`src/common/readout_params.svh`:
```
`ifndef READOUT_PARAMS_SVH
`define READOUT_PARAMS_SVH

// fifo depth in 32-bit words
`define FIFO_DEPTH 1024

`define BUS_ADDR_WIDTH 32

// thresholds in percent of the fifo depth
`define ALMOST_FULL_PCT 95
`define ALMOST_EMPTY_PCT 5

`endif

```
`src/common/hit_format_pkg.sv`:
```
`default_nettype none

package hit_format_pkg;

    localparam int FINE_TS_BITS = 11;
    localparam int EPOCH_BITS   = 21; // timestamp bits 31..11

    typedef struct packed {
        logic                    is_tstamp; // 0 for a hit
        logic [6:0]              col;
        logic [8:0]              row;
        logic [3:0]              tot;
        logic [FINE_TS_BITS-1:0] fine_ts;
    } hit_word_t;

    typedef struct packed {
        logic                  is_tstamp; // 1 for a timestamp
        logic [9:0]            pad;
        logic [EPOCH_BITS-1:0] epoch;
    } tstamp_word_t;

    // top bit picks the view
    typedef union packed {
        hit_word_t    hit;
        tstamp_word_t ts;
    } data_word_u;

endpackage

`default_nettype wire

```
`src/rtl/hit_decoder.sv`:
```
`timescale 1ns/10ps
`default_nettype none

module hit_decoder (
    input  wire                        BUS_CLK,
    input  wire                        RST,
    input  wire                        not_empty,
    input  wire hit_format_pkg::data_word_u data_in,
    input  wire                        hit_ready,
    output logic                       rd_data,
    output logic                       hit_valid,
    output logic [6:0]                 out_col,
    output logic [8:0]                 out_row,
    output logic [3:0]                 out_tot,
    output logic [31:0]                out_time
);
    import hit_format_pkg::*;

    logic inflight;   // data_in holds the word read last cycle
    logic pend_valid; // word parked while the output was busy
    data_word_u pend_word, cur_word;
    logic word_held, out_free, consume;
    logic [EPOCH_BITS-1:0] epoch;

    assign word_held = inflight || pend_valid;
    assign cur_word  = pend_valid ? pend_word : data_in;
    assign out_free  = !hit_valid || hit_ready;
    // timestamp words never need the output register
    assign consume   = word_held && (cur_word.ts.is_tstamp || out_free);
    assign rd_data   = not_empty && !(word_held && !out_free);

    always_ff @(posedge BUS_CLK) begin
        if (RST) begin
            inflight   <= 1'b0;
            pend_valid <= 1'b0;
            hit_valid  <= 1'b0;
            epoch      <= '0;
        end else begin
            inflight   <= rd_data;
            pend_valid <= word_held && !consume;
            if (consume && cur_word.ts.is_tstamp)
                epoch <= cur_word.ts.epoch;
            if (consume && !cur_word.hit.is_tstamp)
                hit_valid <= 1'b1;
            else if (hit_ready)
                hit_valid <= 1'b0;
        end
    end

    always_ff @(posedge BUS_CLK) begin
        if (!pend_valid)
            pend_word <= data_in;
        if (consume && !cur_word.hit.is_tstamp) begin
            out_col  <= cur_word.hit.col;
            out_row  <= cur_word.hit.row;
            out_tot  <= cur_word.hit.tot;
            out_time <= {epoch, cur_word.hit.fine_ts}; // full hit time
        end
    end

endmodule

`default_nettype wire

```
`config.mk`:
```
export PLATFORM = sky130hd
export DESIGN_NAME = hit_decoder
export DESIGN_NICKNAME = d
export VERILOG_FILES = /design/src/common/readout_params.svh /design/src/common/hit_format_pkg.sv /design/src/rtl/hit_decoder.sv
export SDC_FILE = /design/constraint.sdc
export NUM_CORES = 1
export LEC_CHECK = 0
export ABC_CLOCK_PERIOD_IN_PS = 3800
export BUFFER_PORTS_ARGS = -buffer_cell sky130_fd_sc_hd__clkbuf_2
export CAP_MARGIN = 20
export CORE_MARGIN = 2
export CORE_UTILIZATION = 49
export CTS_BUF_LIST = sky130_fd_sc_hd__clkbuf_8
export DETAILED_ROUTE_END_ITERATION = 16
export GPL_TIMING_DRIVEN = 0
export PLACE_DENSITY_LB_ADDON = 0.08
export SETUP_SLACK_MARGIN = 0.1
export SLEW_MARGIN = 20
export SYNTH_ARGS = -nofsm -noshare
export SYNTH_HDL_FRONTEND = slang
export SYNTH_SLANG_ARGS = --single-unit
```
`constraint.sdc`:
```
create_clock -name BUS_CLK -period 3.8 [get_ports BUS_CLK]
set_clock_uncertainty 0.1 [all_clocks]
set_input_delay 0.76 -clock BUS_CLK [delete_from_list [all_inputs] [get_ports BUS_CLK]]
set_output_delay 0.76 -clock BUS_CLK [all_outputs]
set_load 0.05 [all_outputs]
```
# Yosys cells after proc, flatten, opt, wreduce, memory -nomap -nowiden
# Index checks and enable logic that the tools add are counted.
classes:
  n_mux: 3
  reduce_logical: 15
ops:
  columns: ["cell", "count"]
  rows:
  - ["32-bit two-way mux", 1]
  - ["1-bit logical AND", 6]
  - ["1-bit logical NOT", 5]
  - ["1-bit logical OR", 3]
  - ["1-bit two-way mux", 2]
  - ["2-bit nonzero test", 1]
totals:
  reg_bits: 108
  word_cells: 27
  out_inout_bits: 54

# Logic depth before layout (Yosys ltp)
# Gate-level depths: netlist of the first run.
depth:
  depth_word: 6
  mapped_depth: 5

# Worst setup path after synthesis of the first run
# No wires, ideal clock.
synth_timing:
  path_kind: "input to register"
  from: "in data_in[31] in the netlist's numbering"
  to: "reg out_col[0], enable pin"
  stages: 3
  path_slack_ns: -0.115
  path_buffers: 0
  setup_ns: 0.468
  t_arrival_ns: 3.347
  path_cell_list: "nor3b_1 > a21oi_1 > nor2b_1"
synth_between:
  elab_chain_len: 4
  elab_cells_between_ends: 5
  classes_between: "mux (1); reduce/logical (4)"
synth_lines:
  columns: ["element", "line", "text"]
  rows:
  - ["start: declaration", "hit_decoder.sv:8", "input wire hit_format_pkg::data_word_u data_in,"]
  - ["32-bit two-way mux *", null, null]
  - ["1-bit logical OR", "hit_decoder.sv:29", "assign consume = word_held && (cur_word.ts.is_tstamp || out_free);"]
  - ["1-bit logical AND", "hit_decoder.sv:29", null]
  - ["1-bit logical AND *", "hit_decoder.sv:53", "if (consume && !cur_word.hit.is_tstamp) begin"]
  - ["end signal: assignment", "hit_decoder.sv:54", "out_col <= cur_word.hit.col;"]
  - ["end: declaration", "hit_decoder.sv:12", "output logic [6:0] out_col,"]
# Mark *: on every way between the ends. The rest lies on a longest branch, timed or not.
# A chain may end at the register's enable or synchronous reset.

# Final worst setup path of the first run
layout_timing:
  from: "reg pend_valid"
  to: "out rd_data"
layout_between:
  elab_chain_len: 4
layout_lines:
  columns: ["element", "line", "text"]
  rows:
  - ["start: declaration", "hit_decoder.sv:20", "logic pend_valid;"]
  - ["start signal: assignment", "hit_decoder.sv:40", "pend_valid <= word_held && !consume;"]
  - ["1-bit logical OR", "hit_decoder.sv:25", "assign word_held = inflight || pend_valid;"]
  - ["1-bit logical AND", "hit_decoder.sv:30", "assign rd_data = not_empty && !(word_held && !out_free);"]
  - ["1-bit logical NOT", "hit_decoder.sv:30", null]
  - ["1-bit logical AND", "hit_decoder.sv:30", null]
  - ["end: declaration", "hit_decoder.sv:10", "output logic rd_data,"]
# No other way between the ends.

==> flow_summary.yaml, run 1 <==
timing:
  post-route-period-util_pct: 61.8
  timing.final.setup_violations: 0
  slew-limit-headroom_pct: 50.6
  setup_repair_after_global_routing_missed_its_margin: "no"
  maxSlewViolCount: 0
  clock.fmax_mhz: 426
  final_period_minus_worst_setup_slack_ns: 2.35
  fin_setup_tns_ns: 0
  timing_hold_violations_final: 0
  fin_hold_ws_ns: 0.336
  timing_worst_slew_pin_value_ns: 0.741
routing:
  postRouteAntennaNets: 0
  first_pass_iters: 4
  detail_route.drc_violations: 0
  drt_total_wl_mm: 6.27
  number_of_vias_in_the_routed_layout: 2084
  routed_wire_length_per_instance_um: 14.4
  drt-vias-per-instance: 4.80
  drt_first_iter_violations: 63
placed_design:
  port_buffers: 89
  final_weighted_congestion_in_routability_driven_placement: 0.675
  detailedPlacementHpwl_mm: 4.29
logic_synthesis:
  mapped_nets: 265
  synth_cell_type_count: 21
  yosysSeqAreaShare_pct: 73.2
  number_of_synthesized_register_bits: 108
  avgSynthCellArea_um2: 16.0
  ys.warnings.count: 0
  synth.cell_area_mm2: 0.00366
  synth_cells: 229
finish:
  final.fill_count: 591
  diodes: 0
  share_of_layout_cells_above_drive_strength_1_pct: 50.7
  design.final.nets: 367
  area_delta_synth_final_pct: 21.5
  most-common-layout-cells: "89 x sky130_fd_sc_hd__clkbuf_2, 56 x sky130_fd_sc_hd__dfxtp_1, 52 x sky130_fd_sc_hd__edfxtp_1, 30 x sky130_fd_sc_hd__mux2_2"
  final_common_cell: "sky130_fd_sc_hd__clkbuf_2"
critical_path:
  worstSetupPathType: "register to output pin"
  arrival_ns: 1.49
  startpoint_type_of_the_worst_setup_path: "register"
  timing.critical_path.required_ns: 2.94
  capture_instance_of_the_worst_register_to_register_path: "out_time[0]"
  regToRegStartpoint: "pend_valid"
  cp-startpoint: "pend_valid"
  critical_path.max_fanout: 10
  worst-r2r-setup-slack_ns: 1.75
  reg2reg_depth: 6
  setup.worst_path.end_class: "output pin"
clock_tree:
  post_cts_gate_resize_count: 0
  ctsRootBufferMaster: "sky130_fd_sc_hd__clkbuf_8"
  post_cts_hold_buffer_count: 0
  cts_setup_buffers: 0
  cts_tree: "built"
  numCtsBuffers: 9
  htreeDepth: 3
  ctsLongestPathBuffers: 2
  clkSinkCount: 108
  clk_pin_slew_ns: 0.09
  worst_skew_pair.late_latency_ns: 0.35
global_route:
  grt_pass1_wl_mm: 10.3
  globalRouteTotalUtil_pct: 16.3
  first_global_vias: 2119
  grt_overflow_total: 0
  grt_start_max_net_pins: 26
  number_of_antenna_violations_at_the_first_check_in_global_routing: 0
floorplanning:
  placement_rows: 31
  num_io_pins: 90
  die_area_mm2: 0.00818
  fp.dieW_um: 90.5
  initial_utilization_pct: 50.5
  core_footprint_mm2: 0.00725
  fp.dieH_um: 90.5
run_status:
  outcome: "finished clean"
min_path:
  worstHoldPathType: "register to register"
  worst_hold_path.num_cells: 0
  worst_hold_path.endpoint: "out_time[17]"
  hold_start: "epoch[6]"
pwr:
  power.density_mw_per_mm2: 466
  power.ir.vdd_worst_mv: 0.244
  static-leakage-power_nw: 1.75
job:
  max-cap-violations: 0
[worst max path at each step]
stage          slack (ns)  cells after the start     endpoint
6_report             1.45                      5      rd_data
5_1_grt              1.35                      5      rd_data
4_1_cts              1.41                      5      rd_data
3_5_place_dp         1.43                      5  out_time[7]
3_3_place_gp         0.01                      4  out_time[7]
2_1_floorplan        0.89                      3   out_col[0]
[logic make-up after synthesis]
group           after synthesis  synth area share [%]
simple gates                  9                  1.84
flops                       108                  73.2
compound gates               46                  10.5
mux                          31                  9.63
buf+inv                      35                  4.78
[synth_stat cells, drive strengths merged]
master,count,area [um^2]
and2,1,8.76
nand3b,1,20.0
a211oi,21,258
nor2b,2,12.5
o21a,1,7.51
clkbuf,2,7.51
mux2,31,353
nand2b,1,6.26
a21oi,23,115
nor3b,1,7.51
o21ai,1,5.00
edfxtp,52,1560
dfxtp,56,1120
buf,10,81.3
nor2,1,3.75
nand2,1,3.75
inv,23,86.3
nor3,1,5.00
[layout make-up]
| cell class | count | area, um^2 | share of cell area [%] |
|---|---|---|---|
| timing repair buffer | 91 | 480 | 10.8 |
| inverter | 23 | 86.3 | 1.94 |
| clock inverter | 5 | 37.5 | 0.843 |
| tap | 99 | 124 | 2.78 |
| buffer | 12 | 88.8 | 2.00 |
| sequential | 108 | 2680 | 60.3 |
| clock buffer | 10 | 138 | 3.09 |
| multi-input combinational | 86 | 813 | 18.3 |
[worst max-delay path, cell delays in order, from the launching register on]
cell,delay [ns]
sky130_fd_sc_hd__dfxtp_1,0.32
sky130_fd_sc_hd__buf_6,0.14
sky130_fd_sc_hd__buf_6,0.15
sky130_fd_sc_hd__nor2_1,0.10
sky130_fd_sc_hd__o21a_1,0.14
sky130_fd_sc_hd__clkbuf_2,0.29
[where the power goes]
group          internal (W)  total [W]  switching (W)
Sequential          0.00127    0.00128      0.0000140
Combinational     0.0000577   0.000172       0.000114
Clock              0.000255   0.000620       0.000365
Total               0.00158    0.00207       0.000493
[sequential cells by signal, summed over array words and instances (netlist names)]
name and flops:
hit_valid 1, out_tot 4, out_time 32, pend_valid 1, out_col 7, out_row 9
pend_word 32, epoch 21, inflight 1
[stage by stage]
stage | instance area [um^2] | power [W] | util, % | worst slack, ns | instances
3_5_place_dp | 4280 | 0.00148 | 58.9 | 1.43 | 419
6_report | 4450 | 0.00207 | 61.4 | 1.45 | 434
2_1_floorplan | 3670 | 0.00143 | - | 0.885 | 229
5_1_grt | 4450 | 0.00215 | 61.4 | 1.35 | 434
3_3_place_gp | 4240 | 0.00148 | 58.4 | 0.0111 | 417
4_1_cts | 4450 | 0.00210 | 61.4 | 1.41 | 434
[metal layers]
| metal | GRT usage (%) | wire length, um | vias up |
|---|---|---|---|
| met3 | 4.92 | 369 | 10 |
| met1 | 19.6 | 2700 | 993 |
| li1 | - | - | 1023 |
| met5 | 0 | 0 | - |
| met2 | 26.6 | 3090 | 58 |
| met4 | 8.08 | 109 | 0 |
Note: power is estimated with default switching activity, not from simulation.
==> run 2: changes to the inputs <==
Settings changed: ABC_CLOCK_PERIOD_IN_PS 3800 to 2000.
Clock period 3.8 ns to 2 ns, I/O delays scaled along.
==> flow_summary.yaml, run 2 (synthesized netlist as in run 1, its figures left out) <==
finish:
  final.fill_count: 564
  finish.cell_count_without_fillers: 440
  final_common_cell: "sky130_fd_sc_hd__clkbuf_2"
  final_util_pct: 63.1
  share_of_layout_cells_above_drive_strength_1_pct: 52.2
  diodes: 0
  reg_top3: "out_time (32), pend_word (32), epoch (21)"
  final_design_area_no_fill_mm2: 0.00458
  area_delta_synth_final_pct: 24.9
  design.final.nets: 372
  most-common-layout-cells: "88 x sky130_fd_sc_hd__clkbuf_2, 55 x sky130_fd_sc_hd__dfxtp_1, 52 x sky130_fd_sc_hd__edfxtp_1, 30 x sky130_fd_sc_hd__mux2_2, 25 x sky130_fd_sc_hd__inv_1"
floorplanning:
  fp.dieW_um: 90.5
  initial_utilization_pct: 50.5
  fp.dieH_um: 90.5
  num_io_pins: 90
  die_area_mm2: 0.00818
  placement_rows: 31
  core_footprint_mm2: 0.00725
run_status:
  outcome: "finished clean"
placed_design:
  place.detailed.instances: 419
  final_weighted_congestion_in_routability_driven_placement: 0.719
  port_buffers: 89
  placed_cell_area_mm2: 0.00430
  detailedPlacementHpwl_mm: 4.27
  pre_cts_slack_ns: -0.0664
critical_path:
  worstSetupPathType: "register to output pin"
  setup.worst_path.end_class: "output pin"
  regToRegStartpoint: "pend_valid"
  critical_path.max_fanout: 4
  startpoint_type_of_the_worst_setup_path: "register"
  arrival_ns: 1.32
  cp-startpoint: "pend_valid"
  timing.critical_path.required_ns: 1.50
timing:
  final_period_minus_worst_setup_slack_ns: 1.82
  timing_hold_violations_final: 0
  setup_repair_after_global_routing_missed_its_margin: "no"
  timing_worst_slew_pin_value_ns: 0.720
  clock.fmax_mhz: 549
  post-route-period-util_pct: 91.1
  maxSlewViolCount: 0
  timing.final.setup_violations: 0
  slew-limit-headroom_pct: 52.0
  finalWorstSetupSlack_ns: 0.177
  fin_hold_ws_ns: 0.193
routing:
  drt_first_iter_violations: 71
  postRouteAntennaNets: 0
  number_of_vias_in_the_routed_layout: 2057
  first_pass_iters: 4
  routed_wire_length_per_instance_um: 14.3
  drt-vias-per-instance: 4.68
  drt_total_wl_mm: 6.28
  detail_route.drc_violations: 0
global_route:
  grt_start_max_net_pins: 23
  grt_pass1_wl_mm: 10.0
  grt_overflow_total: 0
  first_global_vias: 2025
  number_of_antenna_violations_at_the_first_check_in_global_routing: 0
  globalRouteTotalUtil_pct: 15.8
pwr:
  static-leakage-power_nw: 1.82
  power.ir.vdd_worst_mv: 0.463
  power.density_mw_per_mm2: 883
clock_tree:
  cts_tree: "built"
  ctsRootBufferMaster: "sky130_fd_sc_hd__clkbuf_8"
  htreeDepth: 3
  clkSinkCount: 108
  ctsLongestPathBuffers: 2
  worst_skew_pair.late_latency_ns: 0.34
  numCtsBuffers: 9
  clk_pin_slew_ns: 0.09
min_path:
  worstHoldPathType: "primary input to register"
  hold_start: "data_in[21]"
job:
  max-cap-violations: 0
==> run 2: stage by stage <==
step / total power (W) / TNS, ns
after floorplan: 0.00272 / -5.17
after global placement: 0.00281 / -28.66
after detailed placement: 0.00283 / -2.03
after CTS: 0.00408 / 0
after global routing: 0.00419 / 0
final: 0.00404 / 0
==> run 2: timing repair <==
action | CTS | global route
setup endpoints to repair | 43 | 1
gates resized for setup | 3 | 5
pin swaps | 0 | 1
buffers inserted | 2 | 3
cloned | 0 | 0
hold buffers | 0 | 0
==> run 2: path summary, 6_finish.rpt <==
kind / end / slack [ns] / cells past startpoint
max: rd_data / 0.18 / 5
min: pend_word[21] / 0.19 / 2
max reg2reg: out_time[10] / 0.22 / 7
min reg2reg: out_time[15] / 0.34 / 0
==> run 2: worst max-delay path: stages (launching register included) <==
cell	delay (ns)
sky130_fd_sc_hd__dfxtp_2	0.32
sky130_fd_sc_hd__buf_6	0.11
sky130_fd_sc_hd__buf_12	0.12
sky130_fd_sc_hd__nor2_4	0.09
sky130_fd_sc_hd__o21a_1	0.17
sky130_fd_sc_hd__buf_8	0.16
==> run 2: area by class of cell <==
type                    instances  area [um^2]  share of cell area, %
plain buffers                  12         97.6                   2.13
clock inverters                 6         56.3                   1.23
clock buffers                  10          138                   3.01
inverters                      23         86.3                   1.89
flip-flops and latches        108         2680                   58.7
repair buffers                 96          561                   12.3
multi-input cells              86          830                   18.1
well taps                      99          124                   2.71
==> run 2: power by group <==
part           leakage (nW)  total (W)  switching, W  internal, W
Combinational         0.760   0.000340      0.000220     0.000120
Clock                 0.109    0.00126      0.000660     0.000603
Sequential            0.952    0.00244     0.0000290      0.00241
==> run 2: layer usage <==
layer | vias up | track usage [%] | routed length [um]
li1 | 1027 | - | -
met1 | 968 | 20.7 | 2840
met2 | 58 | 25.1 | 3070
met3 | 4 | 3.92 | 332
met4 | 0 | 6.92 | 47
met5 | - | 0 | 0
==> run 3: changes to the inputs <==
Settings changed: BUFFER_PORTS_ARGS -buffer_cell sky130_fd_sc_hd__clkbuf_2 to -buffer_cell sky130_fd_sc_hd__buf_2.
==> flow_summary.yaml, run 3 (synthesized netlist as in run 1, its figures left out) <==
clock_tree:
  worst_skew_pair.late_latency_ns: 0.35
  post_cts_hold_buffer_count: 0
  ctsLongestPathBuffers: 2
  cts_tree: "built"
  clk_pin_slew_ns: 0.10
  clkSinkCount: 108
  htreeDepth: 3
  ctsRootBufferMaster: "sky130_fd_sc_hd__clkbuf_8"
  numCtsBuffers: 9
placed_design:
  place.detailed.instances: 419
  port_buffers: 89
  detailedPlacementHpwl_mm: 4.38
  final_weighted_congestion_in_routability_driven_placement: 0.718
floorplanning:
  initial_utilization_pct: 50.5
  placement_rows: 31
  num_io_pins: 90
  die_area_mm2: 0.00818
  fp.dieW_um: 90.5
  fp.dieH_um: 90.5
  core_footprint_mm2: 0.00725
global_route:
  globalRouteTotalUtil_pct: 16.3
  grt_overflow_total: 0
  grt_start_max_net_pins: 23
  grt_pass1_wl_mm: 10.5
  number_of_antenna_violations_at_the_first_check_in_global_routing: 0
  first_global_vias: 2183
run_status:
  outcome: "finished clean"
pwr:
  power.density_mw_per_mm2: 870
  static-leakage-power_nw: 1.77
  power.ir.vdd_worst_mv: 0.504
  post-layout-total-power_w: 0.00394
routing:
  drt_first_iter_violations: 87
  postRouteAntennaNets: 0
  detail_route.drc_violations: 0
  first_pass_iters: 4
  number_of_vias_in_the_routed_layout: 2076
  routed_wire_length_per_instance_um: 14.5
  drt_total_wl_mm: 6.35
  drt-vias-per-instance: 4.75
timing:
  final_period_minus_worst_setup_slack_ns: 1.80
  timing.final.setup_violations: 0
  timing_worst_slew_pin_value_ns: 0.762
  timing_hold_violations_final: 0
  fin_hold_ws_ns: 0.181
  clock.fmax_mhz: 555
  setup_repair_after_global_routing_missed_its_margin: "no"
  post-route-period-util_pct: 90.0
  slew-limit-headroom_pct: 49.2
  maxSlewViolCount: 0
critical_path:
  critical_path.max_fanout: 10
  timing.critical_path.required_ns: 1.50
  setup.worst_path.end_class: "output pin"
  startpoint_type_of_the_worst_setup_path: "register"
  worstSetupPathType: "register to output pin"
  arrival_ns: 1.30
finish:
  design.final.nets: 369
  area_delta_synth_final_pct: 23.6
  final_common_cell: "sky130_fd_sc_hd__buf_2"
  final_util_pct: 62.4
  share_of_layout_cells_above_drive_strength_1_pct: 52.4
  finish.cell_count_without_fillers: 437
  final.fill_count: 598
  most-common-layout-cells: "93 x sky130_fd_sc_hd__buf_2, 55 x sky130_fd_sc_hd__dfxtp_1, 52 x sky130_fd_sc_hd__edfxtp_1, 30 x sky130_fd_sc_hd__mux2_2, 23 x sky130_fd_sc_hd__inv_1"
  reg_top3: "out_time (32), pend_word (32), epoch (21)"
  diodes: 0
job:
  max-cap-violations: 0
min_path:
  worstHoldPathType: "primary input to register"
-- run 3: timing repair --
| action | CTS | global route |
|---|---|---|
| setup endpoints to repair | 42 | 1 |
| pin swaps | 0 | 2 |
| resized for setup | 2 | 5 |
| hold endpoints to repair | 0 | 0 |
| setup buffers | 2 | 0 |
-- run 3: through the flow --
step	worst slack (ns)	area, um^2	TNS (ns)
after floorplan	-0.0994	3680	-5.17
after global placement	-0.540	4250	-27.97
after detailed placement	-0.0726	4300	-2.34
after CTS	0.120	4510	0
after global routing	0.108	4530	0
final	0.199	4530	0
-- run 3: layout make-up --
cell class / instances / area [um^2] / area share (%)
inverter: 23 / 86.3 / 1.91
multi-input combinational: 86 / 830 / 18.3
clock inverter: 7 / 48.8 / 1.08
buffer: 12 / 97.6 / 2.16
timing repair buffer: 93 / 534 / 11.8
sequential: 108 / 2680 / 59.3
clock buffer: 9 / 124 / 2.74
tap: 99 / 124 / 2.74
-- run 3: worst paths after layout --
path                       end  depth (start not counted)       start  slack [ns]
hold / removal        epoch[0]                          2         RST        0.18
setup reg to reg  out_time[20]                          6  pend_valid        0.30
hold reg to reg   out_time[14]                          0    epoch[3]        0.33
setup / recovery       rd_data                          5  pend_valid        0.20
-- run 3: metal layers --
layer / up-vias / global-route usage [%] / wire length [um]
met2: 57 / 26.7 / 3150
met4: 0 / 6.15 / 93
met3: 9 / 3.67 / 303
met1: 984 / 21.2 / 2810
met5: - / 0 / 0
li1: 1026 / - / -
-- run 3: critical path, cell delays in order, from the launching register on --
cell and delay (ns):
sky130_fd_sc_hd__dfxtp_2 0.33, sky130_fd_sc_hd__buf_6 0.11, sky130_fd_sc_hd__buf_12 0.14, sky130_fd_sc_hd__nor2_4 0.07, sky130_fd_sc_hd__o21a_1 0.15, sky130_fd_sc_hd__buf_6 0.16
-- run 3: power breakdown --
group | total, W | switching (W) | internal (W)
logic | 0.000341 | 0.000222 | 0.000120
clock network | 0.00116 | 0.000702 | 0.000460
registers | 0.00244 | 0.0000276 | 0.00241
total | 0.00394 | 0.000951 | 0.00299
