===== src/common/readout_params.svh =====
`ifndef READOUT_PARAMS_SVH
`define READOUT_PARAMS_SVH

// fifo depth in 32-bit words
`define FIFO_DEPTH 1024

`define BUS_ADDR_WIDTH 32

// thresholds in percent of the fifo depth
`define ALMOST_FULL_PCT 95
`define ALMOST_EMPTY_PCT 5

`endif


===== src/common/hit_format_pkg.sv =====
`default_nettype none

package hit_format_pkg;

    localparam int FINE_TS_BITS = 11;
    localparam int EPOCH_BITS   = 21; // timestamp bits 31..11

    typedef struct packed {
        logic                    is_tstamp; // 0 for a hit
        logic [6:0]              col;
        logic [8:0]              row;
        logic [3:0]              tot;
        logic [FINE_TS_BITS-1:0] fine_ts;
    } hit_word_t;

    typedef struct packed {
        logic                  is_tstamp; // 1 for a timestamp
        logic [9:0]            pad;
        logic [EPOCH_BITS-1:0] epoch;
    } tstamp_word_t;

    // top bit picks the view
    typedef union packed {
        hit_word_t    hit;
        tstamp_word_t ts;
    } data_word_u;

endpackage

`default_nettype wire


===== src/rtl/hit_source.sv =====
`timescale 1ns/10ps
`default_nettype none

module hit_source (
    input  wire                        BUS_CLK,
    input  wire                        RST,
    input  wire                        hit_in_valid,
    input  wire  [6:0]                 hit_col,
    input  wire  [8:0]                 hit_row,
    input  wire  [3:0]                 hit_tot,
    input  wire                        near_full,
    input  wire                        read_next,
    output logic                       src_empty,
    output hit_format_pkg::data_word_u src_data,
    output logic [15:0]                drop_count
);
    import hit_format_pkg::*;

    localparam int QDEPTH = 4;

    logic [31:0] ts_cnt; // free running
    hit_word_t q_hit [QDEPTH];
    logic [EPOCH_BITS-1:0] q_epoch [QDEPTH];
    logic [$clog2(QDEPTH)-1:0] wr_ptr, rd_ptr;
    logic [$clog2(QDEPTH+1)-1:0] q_count;
    logic [EPOCH_BITS-1:0] last_epoch;
    logic epoch_sent; // low until the first timestamp word goes out
    logic q_full, push, pop, xfer, need_ts;

    assign q_full    = (q_count == QDEPTH);
    assign src_empty = (q_count == 0);
    assign push      = hit_in_valid && !q_full && !near_full;
    assign xfer      = read_next && !src_empty;
    assign need_ts   = !epoch_sent || (q_epoch[rd_ptr] != last_epoch);
    assign pop       = xfer && !need_ts; // timestamp word leaves the hit queued

    always_comb begin
        if (need_ts) begin
            src_data.ts.is_tstamp = 1'b1;
            src_data.ts.pad       = '0;
            src_data.ts.epoch     = q_epoch[rd_ptr];
        end else begin
            src_data.hit = q_hit[rd_ptr];
        end
    end

    always_ff @(posedge BUS_CLK) begin
        if (push) begin
            q_hit[wr_ptr].is_tstamp <= 1'b0;
            q_hit[wr_ptr].col       <= hit_col;
            q_hit[wr_ptr].row       <= hit_row;
            q_hit[wr_ptr].tot       <= hit_tot;
            q_hit[wr_ptr].fine_ts   <= ts_cnt[FINE_TS_BITS-1:0];
            q_epoch[wr_ptr]         <= ts_cnt[FINE_TS_BITS +: EPOCH_BITS];
        end
    end

    always_ff @(posedge BUS_CLK) begin
        if (RST) begin
            ts_cnt     <= '0;
            wr_ptr     <= '0;
            rd_ptr     <= '0;
            q_count    <= '0;
            last_epoch <= '0;
            epoch_sent <= 1'b0;
            drop_count <= '0;
        end else begin
            ts_cnt <= ts_cnt + 32'd1;
            if (push)
                wr_ptr <= wr_ptr + 1'b1;
            if (pop)
                rd_ptr <= rd_ptr + 1'b1;
            case ({push, pop})
                2'b10:   q_count <= q_count + 1'b1;
                2'b01:   q_count <= q_count - 1'b1;
                default: ;
            endcase
            if (xfer && need_ts) begin
                last_epoch <= q_epoch[rd_ptr];
                epoch_sent <= 1'b1;
            end
            if (hit_in_valid && !push && drop_count != 16'hffff)
                drop_count <= drop_count + 16'd1; // saturating
        end
    end

endmodule

`default_nettype wire


===== config.mk =====
export PLATFORM = sky130hd
export DESIGN_NAME = hit_source
export DESIGN_NICKNAME = d
export VERILOG_FILES = /design/src/common/readout_params.svh /design/src/common/hit_format_pkg.sv /design/src/rtl/hit_source.sv
export SDC_FILE = /design/constraint.sdc
export NUM_CORES = 1
export LEC_CHECK = 0
export ABC_AREA = 0
export ABC_CLOCK_PERIOD_IN_PS = 4600
export BUFFER_PORTS_ARGS = -buffer_cell sky130_fd_sc_hd__buf_2
export CAP_MARGIN = 10
export CORE_ASPECT_RATIO = 1.2
export CORE_MARGIN = 1
export CORE_UTILIZATION = 45
export DETAILED_ROUTE_END_ITERATION = 6
export SLEW_MARGIN = 20
export SYNTH_ARGS = -nofsm -noshare
export SYNTH_HDL_FRONTEND = slang
export SYNTH_SLANG_ARGS = --single-unit

===== constraint.sdc =====
create_clock -name BUS_CLK -period 4.6 [get_ports BUS_CLK]
set_input_delay 0.92 -clock BUS_CLK [delete_from_list [all_inputs] [get_ports BUS_CLK]]
set_output_delay 0.92 -clock BUS_CLK [all_outputs]
set_load 0.01 [all_outputs]

# Word level (Yosys, flattened, before mapping)
# Memory sizes are Yosys's and may differ from the RTL's. A register that Yosys moved wholly into a read port is not among the register bits.
# Cells that the tools add are included.
# totals
ff_bits	77
memories	2
input_bits	25
word_cells	44
output_inout_bits	49
mem_bits_rw	208
# memory_table
name	depth	width	rd	rd_clocked_by_memory_dff	wr	line_no	rtl
q_hit	4	31	1	1	1	hit_source.sv:22	hit_word_t q_hit [QDEPTH];
q_epoch	4	21	1	1	1	hit_source.sv:23	logic [EPOCH_BITS-1:0] q_epoch [QDEPTH];
# classes
eq_ne	5
n_mux	8
addsub	6
reduce_logical	16
# op_table
op	n
$add 32x1->32 const B	1
$mux 32	1
$ne 21x21->1	1
$add 16x1->16 const B	1
$ne 16x16->1 const B	1
$mux 2	4
$logic_and 1x1->1	7
$logic_not 1->1	6
$pmux 3 s2	1
$add 2x1->2 const B	2
$add 3x1->3 const B	1
$eq 3x3->1 const B	1
$logic_not 3->1	1
$sub 3x1->3 const B	1
$eq 2x1->1 const B	1
$eq 2x2->1 const B	1
$mux 1	2
$reduce_bool 2->1	1
$logic_or 1x1->1	1

# Longest topological paths before layout
# Gate-level depths: netlist of run 1.
# logic_depth
word_depth	7
ltp_mapped	13
mapped_depth_nobuf	11

# Worst setup path after synthesis of run 1
# OpenSTA, ideal clock, no wires.
# synth_path
path_type	register to output
start	reg with a tool-made name
end	out src_data[10] in the netlist's numbering
stages_incl_launch_ff	11
path_slack_ps	957
t_required_ps	3680
arrival_time_ps	2723
cell_sequence	dfxtp_1 > clkbuf_1 > clkbuf_1 > mux4_2 > xnor2_1 > nand4_1 > nor4_4 > and2_1 > buf_4 > buf_6 > mux2_1
# synth_lines
element	line_no	rtl
end, declared	hit_source.sv:14	output hit_format_pkg::data_word_u src_data,

==> results of run 1 <==
## state kept, by name, indices dropped and copies added (netlist names), named ones only
| register | cells |
|---|---|
| drop_count | 16 |
| epoch_sent | 1 |
| last_epoch | 21 |
| q_count | 3 |
| q_epoch | 84 |
| q_hit | 124 |
| rd_ptr | 2 |
| ts_cnt | 32 |
| wr_ptr | 2 |
## Yosys cell counts (2+ instances only)
| library cell | n |
|---|---|
| nor2b_1 | 5 |
| buf_4 | 2 |
| and4_1 | 2 |
| nand4_1 | 14 |
| edfxtp_1 | 208 |
| dfxtp_1 | 79 |
| mux4_2 | 52 |
| nor2_1 | 57 |
| mux2_1 | 24 |
| buf_2 | 3 |
| buf_1 | 3 |
| xnor2_1 | 45 |
| buf_6 | 4 |
| o21ai_0 | 6 |
| nand3_1 | 40 |
| a21oi_1 | 8 |
| clkbuf_1 | 25 |
| nor3_1 | 11 |
| nand2_1 | 59 |
| or2_2 | 2 |
| ha_1 | 7 |
| xor2_1 | 20 |
| nor3b_1 | 3 |
| inv_1 | 7 |
| and3_1 | 24 |
| nor4_1 | 6 |
| o211ai_1 | 21 |
| or3_1 | 6 |
## repair_timing
| action | 4_1_cts | 5_1_grt |
|---|---|---|
| resized for setup | 2 | 1 |
| endpoints found under the setup margin | 14 | 14 |
| setup buffers | 1 | 13 |
| hold buffers | 0 | 0 |
## power groups by stage
stage               clock, W  sequential [W]  combinational, W
floorplan                  0         0.00288          0.000102
global placement           0         0.00289          0.000167
detailed placement         0         0.00289          0.000173
CTS                  0.00223         0.00283          0.000174
global route         0.00234         0.00284          0.000188
finish               0.00219         0.00283          0.000170
## final cells by class
type,instances,area [sq um]
clock buffer,34,744
clock inverter,18,143
fill,1998,11600
inverter,8,30.0
multi-input combinational,419,3520
sequential,287,7840
tap,325,407
timing repair buffer,111,677
## cells by family after synthesis
family	count (synthesis)
simple gates	234
buf+inv	45
flops	287
xor+xnor	65
mux	76
compound gates	36
fa+ha+maj	8
## metrics by stage
stage | instances | hold slack (ns)
final | 1202 | 0.496
after global routing | 1202 | 0.506
after CTS | 1189 | 0.500
after global placement | 1136 | 0.479
after detailed placement | 1136 | 0.492
after floorplan | 751 | 0.440
## critical path: cells and delay by family, from the launching register on
family	cells	cell delay, ns
flops	1	0.45
buf+inv	3	0.57
xor+xnor	1	0.18
simple gates	3	0.75
mux	2	0.94
## path summary, 6_finish.rpt
kind / start / endpoint / slack, ns / depth (start not counted)
setup / recovery: register / src_data[5] / 0.24 / 9
hold / removal: wr_ptr[1]$_SDFFE_PP0P_ / wr_ptr[1]$_SDFFE_PP0P_ / 0.50 / 2
setup reg to reg: register / q_count[2]$_SDFFE_PP0P_ / 0.65 / 13
hold reg to reg: wr_ptr[1]$_SDFFE_PP0P_ / wr_ptr[1]$_SDFFE_PP0P_ / 0.50 / 2
## layer usage
metal | track usage | vias to the layer above | routed length, um
met1 | 0.237 | 3326 | 10100
met2 | 0.334 | 156 | 12200
met3 | 0.0247 | 37 | 1000
li1 | - | 3042 | -
met5 | 0 | - | 0
met4 | 0.0533 | 0 | 511
==> metrics.md, run 1 <==
| Metric | Value |
|---|---|
| Outcome | finished clean |
| Worst vdd ir | around 0.29 mV |
| Cell Rows | 63 |
| Syn nets | 784 |
| Area leader, netlist | edfxtp_1 |
| First-pass GRT wire length | 37600 um |
| CTS root buf | clkbuf_16 |
| Multiplexer share of the synthesized area | 0.125 |
| Antenna Nets Post-Route | 0 |
| P_leak | 4.51 nW |
| Layout cell share with drive strength beyond 1 | 0.249 |
| CP cell instances | buf_8 > mux4_2 > xnor2_1 > nand4_1 > nor4_4 > and2_4 > buf_4 > mux2_1 > buf_2 |
| Ys Warns | 0 |
| Type of origin of the critical path | register |
| Max-slew violations | 0 |
| Height of the die | around 180 um |
| RSZ-0062 raised after global routing | false |
| Final setup viols | 0 |
| Post-synthesis sequential area ratio | 0.679 |
| Clock sink count | 287 |
| Gr usage total | 0.187 |
| Top_reg_cell synth | edfxtp_1 |
| Synth Area in Adders | 0.00933 |
| Main combinational cell family by area after synthesis | multiplexers |
| Clock Latency Late Sink | roughly 0.53 ns |
| Vias | roughly 6600 |
| Slowest-stage cell, CP | mux4_2 |
| TritonCTS buffer count | 28 |
| Crit path DAT | 3.44 ns |
| Via-to-Cell Ratio | 5.46 |
| Synthesized flop and latch total | 287 |
| Post-Synthesis Cells | 751 |
| Int Pwr | 0.00414 W |
| Port bufs | 73 |
| Antenna diodes | 0 |
| Simple-Gate Fraction of Synth Area | 0.0988 |
| Design area | roughly 13000 sq um |
| Final worst setup slack | 0.239 ns |
| Slew HR | 0.372 |
| Minimum clock period after layout | 4.36 ns |
| Core Util, Final | 0.536 |
| I/O pins | 74 |
| Max Freq | 0.229 GHz |
| Initial Util | 0.463 |
| Crit path kind | register to output pin |
| Critical Path Max Stage Delay | 0.58 ns |
| CORE AREA | 24900 sq um |
| Crit Path Max Fanout | 11 |
| Placed cell areas | 12300 sq um |
| Power Total | 0.00519 W |
| GPL Wtd Cong | 0.798 |
| Die area | 26300 sq um |
| Setup crit end kind | output pin |
| Setup TNS | 0 ns |
| Commonest non-fill, non-tap cell in the layout | edfxtp_1 |
| Compound-Gate Fraction of Synth Area | 0.0203 |
| Vias in the first global route | 6862 |
| Sw power | between 0.001 and 0.0015 W |
| WP data required | 3.68 ns |
| Ys async rst share | 0 |
| Switch share | 0.203 |
| Maxcap violations | 0 |
| Sequential share of power | 0.546 |
| Final Cycle Share | 0.948 |
| Clk slew on worst S/H paths | 0.06 ns |
| DR WL/cell | ~20 um |
| Die width | ~150 um |
| Initial antenna violation count | 0 |
| Commonest non-fill, non-tap cells in the layout | edfxtp_1 (208), dfxtp_1 (77), buf_2 (72) |
| Layout Nets | a little under 900 |
| Clk buf depth | 3 |
| Clk pwr share | 0.421 |
| DR iter-0 viols | 500 |
| Post-Place Setup Slack | about 0.40 ns |
| DRC viols | 0 |
| H-tree Lvls | 1 |
| Largest net degree at the start of global routing | 62 |
| PwrDens | 389 nW/um^2 |
| Synth top area share | 0.542 |
| Post-synth EDFFs | ~210 |
| Post-DP HPWL | about 16000 um |
| Final Hold Viols | 0 |
| Max Clock Skew | 0.0101 ns |
| Routed WL | 23800 um |
| Logic gate share of total power | 0.033 |
| P&R area growth vs syn | 15.8% |
| Grt total ovfl | 0 |
| DR pass1 iterations | 6 |
| Dominant cells by area after synthesis | edfxtp_1 (54%), dfxtp_1 (14%), mux4_2 (10%), xnor2_1 (3.4%), mux2_1 (2.3%) |
| Worst-Margin Slew | just over 0.9 ns |
| Yosys cell types | 36 |
| Syn avg cell area | 15.4 sq um |
| Hold Crit Class | register to register |
| Xor and xnor area share after synthesis | 0.0494 |
| CTS tree | done |
| Mapped Area | 11500 sq um |
(Power assumes the default switching activity.)
==> run 2, diff against run 1 <==
--- a/config.mk
+++ b/config.mk
@@ -9,10 +9,13 @@
 export ABC_CLOCK_PERIOD_IN_PS = 4600
 export BUFFER_PORTS_ARGS = -buffer_cell sky130_fd_sc_hd__buf_2
 export CAP_MARGIN = 10
+export CELL_PAD_IN_SITES_DETAIL_PLACEMENT = 1
+export CELL_PAD_IN_SITES_GLOBAL_PLACEMENT = 2
 export CORE_ASPECT_RATIO = 1.2
 export CORE_MARGIN = 1
-export CORE_UTILIZATION = 45
+export CORE_UTILIZATION = 44
 export DETAILED_ROUTE_END_ITERATION = 6
+export PLACE_DENSITY_LB_ADDON = 0.1
 export SLEW_MARGIN = 20
 export SYNTH_ARGS = -nofsm -noshare
 export SYNTH_HDL_FRONTEND = slang
==> metrics.md, run 2 (synthesis gave the netlist of run 1 again) <==
| Metric | Value |
|---|---|
| Outcome | finished clean (unchanged) |
| Max Clock Skew | 0.0179 ns (was 0.0101 ns) |
| Crit path DAT | 3.45 ns (was 3.44 ns) |
| CP cell instances | buf_4 > mux4_2 > xnor2_1 > nand4_1 > nor4_4 > and2_4 > buf_12 > mux2_1 > buf_2 (was buf_8 > mux4_2 > xnor2_1 > nand4_1 > nor4_4 > and2_4 > buf_4 > mux2_1 > buf_2) |
| Maxcap violations | 0 (unchanged) |
| Busiest grt layer | met2 (unchanged) |
| Commonest non-fill, non-tap cell in the layout | edfxtp_1 (unchanged) |
| Critical Path Max Stage Delay | 0.57 ns (was 0.58 ns) |
| Number of fill cells | 2506 (was 1998) |
| CTS tree | done (unchanged) |
| DRC viols | 0 (unchanged) |
| TritonCTS buffer count | 30 (was 28) |
| Initial antenna violation count | 0 (unchanged) |
| Cell Rows | 64 (was 63) |
| Final setup viols | 0 (unchanged) |
| WP data required | 3.68 ns (about the same) |
| Final worst setup slack | 0.229 ns (was 0.239 ns) |
| DR pass1 iterations | 4 (was 6) |
| Clock sink count | 287 (unchanged) |
| Crit path kind | register to output pin (unchanged) |
| Worst vdd ir | 0.342 mV (was 0.286 mV) |
| Hold path startpoint | epoch_sent$_SDFFE_PP0P_ (was wr_ptr[1]$_SDFFE_PP0P_) |
| Hold Path End | epoch_sent$_SDFFE_PP0P_ (was wr_ptr[1]$_SDFFE_PP0P_) |
| Gr usage total | 0.200 (was 0.187) |
| Min-Delay Path Depth | 2 (unchanged) |
| Setup TNS | 0 ns (unchanged) |
| R2R cell count | 13 (unchanged) |
| Placed cell areas | 12300 sq um (about the same) |
| Port bufs | 73 (unchanged) |
| Final Cycle Share | 0.950 (was 0.948) |
| P&R area growth vs syn | 15.8% (about the same) |
| Register-to-register setup slack | 0.61 ns (was 0.65 ns) |
| Grt met3 use | 0.0260 (was 0.0247) |
| Clock Latency Late Sink | 0.55 ns (was 0.53 ns) |
| Buf/Inv on CP | 3 (unchanged) |
| Die width | 150 um (was 148 um) |
| Worst-Margin Slew | 0.925 ns (was 0.933 ns) |
| Via-to-Cell Ratio | 5.51 (was 5.46) |
| Core Util, Final | 0.521 (was 0.536) |
| Largest regs | q_hit x124, q_epoch x84, ts_cnt x32 (unchanged) |
| Clk slew on worst S/H paths | 0.06 ns (about the same) |
| CORE AREA | 25600 sq um (was 24900 sq um) |
| GPL Wtd Cong | 0.739 (was 0.798) |
| CTS root buf | clkbuf_16 (unchanged) |
| Final Hold Viols | 0 (unchanged) |
| Max-slew violations | 0 (unchanged) |
| H-tree Lvls | 1 (unchanged) |
| Grt met1 use | 0.253 (was 0.237) |
| Initial Util | 0.450 (was 0.463) |
| R2R Path End | q_count[2]$_SDFFE_PP0P_ (unchanged) |
| Vias | 6574 (was 6561) |
| DR iter-0 viols | 238 (was 500) |
| I/O pins | 74 (unchanged) |
| P_leak | 4.46 nW (was 4.51 nW) |
| RSZ-0062 raised after global routing | false (unchanged) |
| Crit Path Max Fanout | 16 (was 11) |
| Type of origin of the critical path | register (unchanged) |
| Max Freq | 0.229 GHz (about the same) |
| CTS hold repair buffers | 0 (unchanged) |
| Max reg flops | 124 (unchanged) |
| DR WL/cell | 21.7 um (was 19.8 um) |
| Post-DP HPWL | 16100 um (was 15800 um) |
| Die area | 26900 sq um (was 26300 sq um) |
| Antenna diodes | 0 (unchanged) |
| Post-Place Setup Slack | 0.513 ns (was 0.400 ns) |
| Grt total ovfl | 0 (unchanged) |
| Vias in the first global route | 7094 (was 6862) |
| GRT met2 Usage | 0.362 (was 0.334) |
| Minimum clock period after layout | 4.37 ns (was 4.36 ns) |
| Clk buf depth | 3 (unchanged) |
| Largest Register | q_hit (unchanged) |
| Routed WL | 25900 um (was 23800 um) |
| Cell family with most CP delay | multiplexers (unchanged) |
| Largest net degree at the start of global routing | 61 (was 62) |
| Layout cell share with drive strength beyond 1 | 0.240 (was 0.249) |
| Hold Crit Class | register to register (unchanged) |
| First-pass GRT wire length | 40400 um (was 37600 um) |
| Setup crit end kind | output pin (unchanged) |
| Antenna Nets Post-Route | 0 (unchanged) |
| Power Total | 0.00541 W (was 0.00519 W) |
| Layout Nets | 872 (was 888) |
| Design area | 13300 sq um (was 13400 sq um) |
| Height of the die | 179 um (was 177 um) |
| Slew HR | 0.383 (was 0.372) |
| Slowest-stage cell, CP | mux4_2 (unchanged) |
| PwrDens | 405 nW/um^2 (was 389 nW/um^2) |
| Commonest non-fill, non-tap cells in the layout | edfxtp_1 (208), dfxtp_1 (77), buf_2 (73) (was edfxtp_1 (208), dfxtp_1 (77), buf_2 (72)) |
-- run 2: cell types whose count changed in the layout (fill, tap and decap cells not counted), sizes merged --
| cell | delta |
|---|---|
| buf | -18 |
| clkbuf | +7 |
| clkinvlp | -2 |
| clkinv | -1 |
-- run 2: worst register-to-register path, stage by stage (launching register included) --
cell and delay (ns):
dfxtp_4 0.43, buf_4 0.22, mux4_2 0.57, xnor2_1 0.24, nand4_1 0.18, nor4_4 0.32, buf_4 0.39, and3_1 0.30
ha_1 0.21, inv_1 0.06, fa_1 0.37, xor2_1 0.16, or3_1 0.31, a21oi_1 0.14
-- run 2: power breakdown --
part	internal [W]	switching [W]	leakage, nW
clock	0.00142	0.000978	0.498
combinational	0.0000651	0.000106	1.40
sequential	0.00281	0.0000255	2.56
total	0.00430	0.00111	4.46
-- run 2: worst max path at each step --
stage | endpoint | cells past startpoint | start | slack [ns]
finish | src_data[9] | 9 | register | 0.23
global route | src_data[9] | 9 | register | 0.04
CTS | src_data[9] | 9 | register | 0.08
detailed placement | src_data[9] | 9 | register | 0.51
global placement | src_data[9] | 9 | register | 0.56
floorplan | src_data[10] | 10 | register | 0.96
-- run 2: stage by stage --
step	hold WS (ns)	instances
6_report	0.481	1193
5_1_grt	0.526	1193
4_1_cts	0.485	1192
3_5_place_dp	0.468	1135
3_3_place_gp	0.477	1135
2_1_floorplan	0.440	751
-- run 2: final cells by class --
cell class,instances,area (sq um),share of cell area
Sequential cell,287,7830,0.587
Clock buffer,41,865,0.0648
Clock inverter,15,126,0.00947
Multi-Input combinational cell,419,3530,0.264
Inverter,8,30.0,0.00225
Timing Repair Buffer,93,553,0.0414
Tap cell,330,413,0.0309
-- run 2: repair_timing --
action | CTS | global route
setup endpoints to repair | 17 | 6
buffers inserted | 1 | 1
cloned | 0 | 0
resized for setup | 1 | 0
-- run 2: routing by layer --
layer  share of wire  up-vias
met1            0.42     3403
met5               0        -
met2            0.52      118
met4           0.019        0
li1                -     3015
met3           0.039       38
==> run 3, diff against run 2 <==
==> constraint.sdc (replaced) <==
create_clock -name BUS_CLK -period 4.6 [get_ports BUS_CLK]
set_input_delay 0.92 -clock BUS_CLK [delete_from_list [all_inputs] [get_ports BUS_CLK]]
set_output_delay 0.92 -clock BUS_CLK [all_outputs]
set_load 0.1 [all_outputs]
==> metrics.md, run 3 (synthesis gave the netlist of run 1 again) <==
| Metric | Value |
|---|---|
| CTS root buf | clkbuf_16 (unchanged) |
| Slew HR | 0.387 (was 0.383) |
| Final Cycle Share | 0.965 (was 0.950) |
| Worst vdd ir | 0.313 mV (was 0.342 mV) |
| Max Freq | 0.225 GHz (was 0.229 GHz) |
| Initial Util | 0.450 (unchanged) |
| Outcome | finished clean (unchanged) |
| Antenna Nets Post-Route | 0 (unchanged) |
| TritonCTS buffer count | 30 (unchanged) |
| P_leak | 4.55 nW (was 4.46 nW) |
| Placed cell areas | 12700 sq um (was 12300 sq um) |
| Setup crit end kind | output pin (unchanged) |
| Via-to-Cell Ratio | 5.43 (was 5.51) |
| Final worst setup slack | 0.163 ns (was 0.229 ns) |
| Vias | 6489 (was 6574) |
| Layout Nets | 873 (was 872) |
| Design area | 13700 sq um (was 13300 sq um) |
| Largest Register | q_hit (unchanged) |
| Commonest non-fill, non-tap cells in the layout | edfxtp_1 (208), dfxtp_1 (77), nand2_1 (59) (was edfxtp_1 (208), dfxtp_1 (77), buf_2 (73)) |
| Clk pwr share | 0.429 (was 0.444) |
| Antenna diodes | 0 (unchanged) |
| Number of fill cells | 2469 (was 2506) |
| Height of the die | 179 um (unchanged) |
| Post-DP HPWL | 16100 um (about the same) |
| Routed WL | 25700 um (was 25900 um) |
| Grt total ovfl | 0 (unchanged) |
| Int Pwr | 0.00424 W (was 0.00430 W) |
| Switch share | 0.217 (was 0.205) |
| Logic gate share of total power | 0.048 (was 0.032) |
| Largest net degree at the start of global routing | 61 (unchanged) |
| Clock sink count | 287 (unchanged) |
| Cell Rows | 64 (unchanged) |
| PwrDens | 394 nW/um^2 (was 405 nW/um^2) |
| Clock Latency Late Sink | 0.54 ns (was 0.55 ns) |
| Post-Place Setup Slack | 0.486 ns (was 0.513 ns) |
| Maxcap violations | 0 (unchanged) |
| Final Hold Viols | 0 (unchanged) |
| Setup TNS | 0 ns (unchanged) |
| Port bufs | 73 (unchanged) |
| DRC viols | 0 (unchanged) |
| CTS hold repair buffers | 0 (unchanged) |
| Minimum clock period after layout | 4.44 ns (was 4.37 ns) |
| Commonest non-fill, non-tap cell in the layout | edfxtp_1 (unchanged) |
| Sw power | 0.00117 W (was 0.00111 W) |
| Clk slew on worst S/H paths | 0.06 ns (about the same) |
| GPL Wtd Cong | 0.759 (was 0.739) |
| Clk buf depth | 3 (unchanged) |
| Sequential share of power | 0.523 (was 0.524) |
| Initial antenna violation count | 0 (unchanged) |
| P&R area growth vs syn | 19.2% (was 15.8%) |
| Vias in the first global route | 7160 (was 7094) |
| CTS tree | done (unchanged) |
| Type of origin of the critical path | register (unchanged) |
| Register area | 7830 sq um (unchanged) |
| DR WL/cell | 21.5 um (was 21.7 um) |
| I/O pins | 74 (unchanged) |
| Hold Crit Class | register to register (unchanged) |
| Crit Path Max Fanout | 22 (was 16) |
| Die width | 150 um (unchanged) |
| Max reg flops | 124 (unchanged) |
| Multi-input logic area | 3540 sq um (was 3530 sq um) |
| WP data required | 3.68 ns (about the same) |
| RSZ-0062 raised after global routing | false (unchanged) |
| Crit path kind | register to output pin (unchanged) |
| Largest regs | q_hit x124, q_epoch x84, ts_cnt x32 (unchanged) |
| Worst-Margin Slew | 0.919 ns (was 0.925 ns) |
| Crit path DAT | 3.52 ns (was 3.45 ns) |
| CORE AREA | 25600 sq um (unchanged) |
| H-tree Lvls | 1 (unchanged) |
| Register-to-register setup slack | 0.58 ns (was 0.61 ns) |
| Hold path startpoint | epoch_sent$_SDFFE_PP0P_ (unchanged) |
| Max-slew violations | 0 (unchanged) |
| Max Clock Skew | 0.0104 ns (was 0.0179 ns) |
| Die area | 26900 sq um (unchanged) |
| Gr usage total | 0.198 (was 0.200) |
| Layout cell share with drive strength beyond 1 | 0.236 (was 0.240) |
| DR pass1 iterations | 4 (unchanged) |
| Final setup viols | 0 (unchanged) |
| First-pass GRT wire length | 40000 um (was 40400 um) |
| DR iter-0 viols | 288 (was 238) |
-- run 3: cell types whose count changed in the layout (fill, tap and decap cells not counted), moves of 2 or more --
| cell | before | now |
|---|---|---|
| buf_12 | 3 | 28 |
| buf_2 | 73 | 47 |
| buf_4 | 17 | 15 |
| clkbuf_1 | 6 | 9 |
| clkbuf_8 | 3 | 0 |
| clkinv_1 | 2 | 5 |
| clkinv_2 | 10 | 6 |
-- run 3: path summary, 6_finish.rpt --
kind                                           endpoint  depth (start not counted)
worst max-delay path                        src_data[9]                          9
worst min-delay path            epoch_sent$_SDFFE_PP0P_                          2
worst max register to register  q_count[2]$_SDFFE_PP0P_                         13
worst min register to register  epoch_sent$_SDFFE_PP0P_                          2
-- run 3: stage by stage --
stage               total power [W]   util  std cells  hold slack [ns]
floorplan                   0.00305      -        751            0.440
global placement            0.00314  0.497       1136            0.467
detailed placement          0.00315  0.497       1136            0.472
CTS                         0.00548  0.534       1192            0.488
global route                0.00559  0.536       1194            0.522
finish                      0.00542  0.536       1194            0.482
-- run 3: layout make-up --
| cell class | instances | share of cell area |
|---|---|---|
| Multi-Input combinational cell | 419 | 0.257 |
| Sequential cell | 287 | 0.570 |
| Tap cell | 330 | 0.0300 |
| Timing Repair Buffer | 94 | 0.0718 |
| Clock buffer | 40 | 0.0589 |
| Inverter | 8 | 0.00218 |
| Clock inverter | 16 | 0.00992 |
-- run 3: timing repair --
action	in CTS	in global routing
gates cloned	0	1
pin swaps	0	1
buffers inserted	0	1
resized for setup	3	4
endpoints found under the hold margin	0	0
endpoints found under the setup margin	21	21
-- run 3: metal layers --
| layer | GRT usage | routed length (um) | vias up |
|---|---|---|---|
| li1 | - | - | 3014 |
| met3 | 0.0267 | 895 | 29 |
| met4 | 0.0547 | 394 | 0 |
| met2 | 0.361 | 13500 | 111 |
| met5 | 0 | 0 | - |
| met1 | 0.244 | 10900 | 3335 |
-- run 3: worst max-delay path, cell delays in order, from the launching register on --
cell and delay (ns):
dfxtp_4 0.41, buf_16 0.18, mux4_2 0.56, xnor2_1 0.23, nand4_1 0.19, nor4_4 0.33
and2_4 0.25, buf_12 0.18, mux2_1 0.42, buf_12 0.20
-- run 3: power groups by stage --
stage / sequential [W] / combinational (W) / clock, W
4_1_cts: 0.00284 / 0.000266 / 0.00238
5_1_grt: 0.00284 / 0.000278 / 0.00247
6_report: 0.00283 / 0.000260 / 0.00232
3_5_place_dp: 0.00289 / 0.000264 / 0
2_1_floorplan: 0.00289 / 0.000161 / 0
3_3_place_gp: 0.00289 / 0.000258 / 0
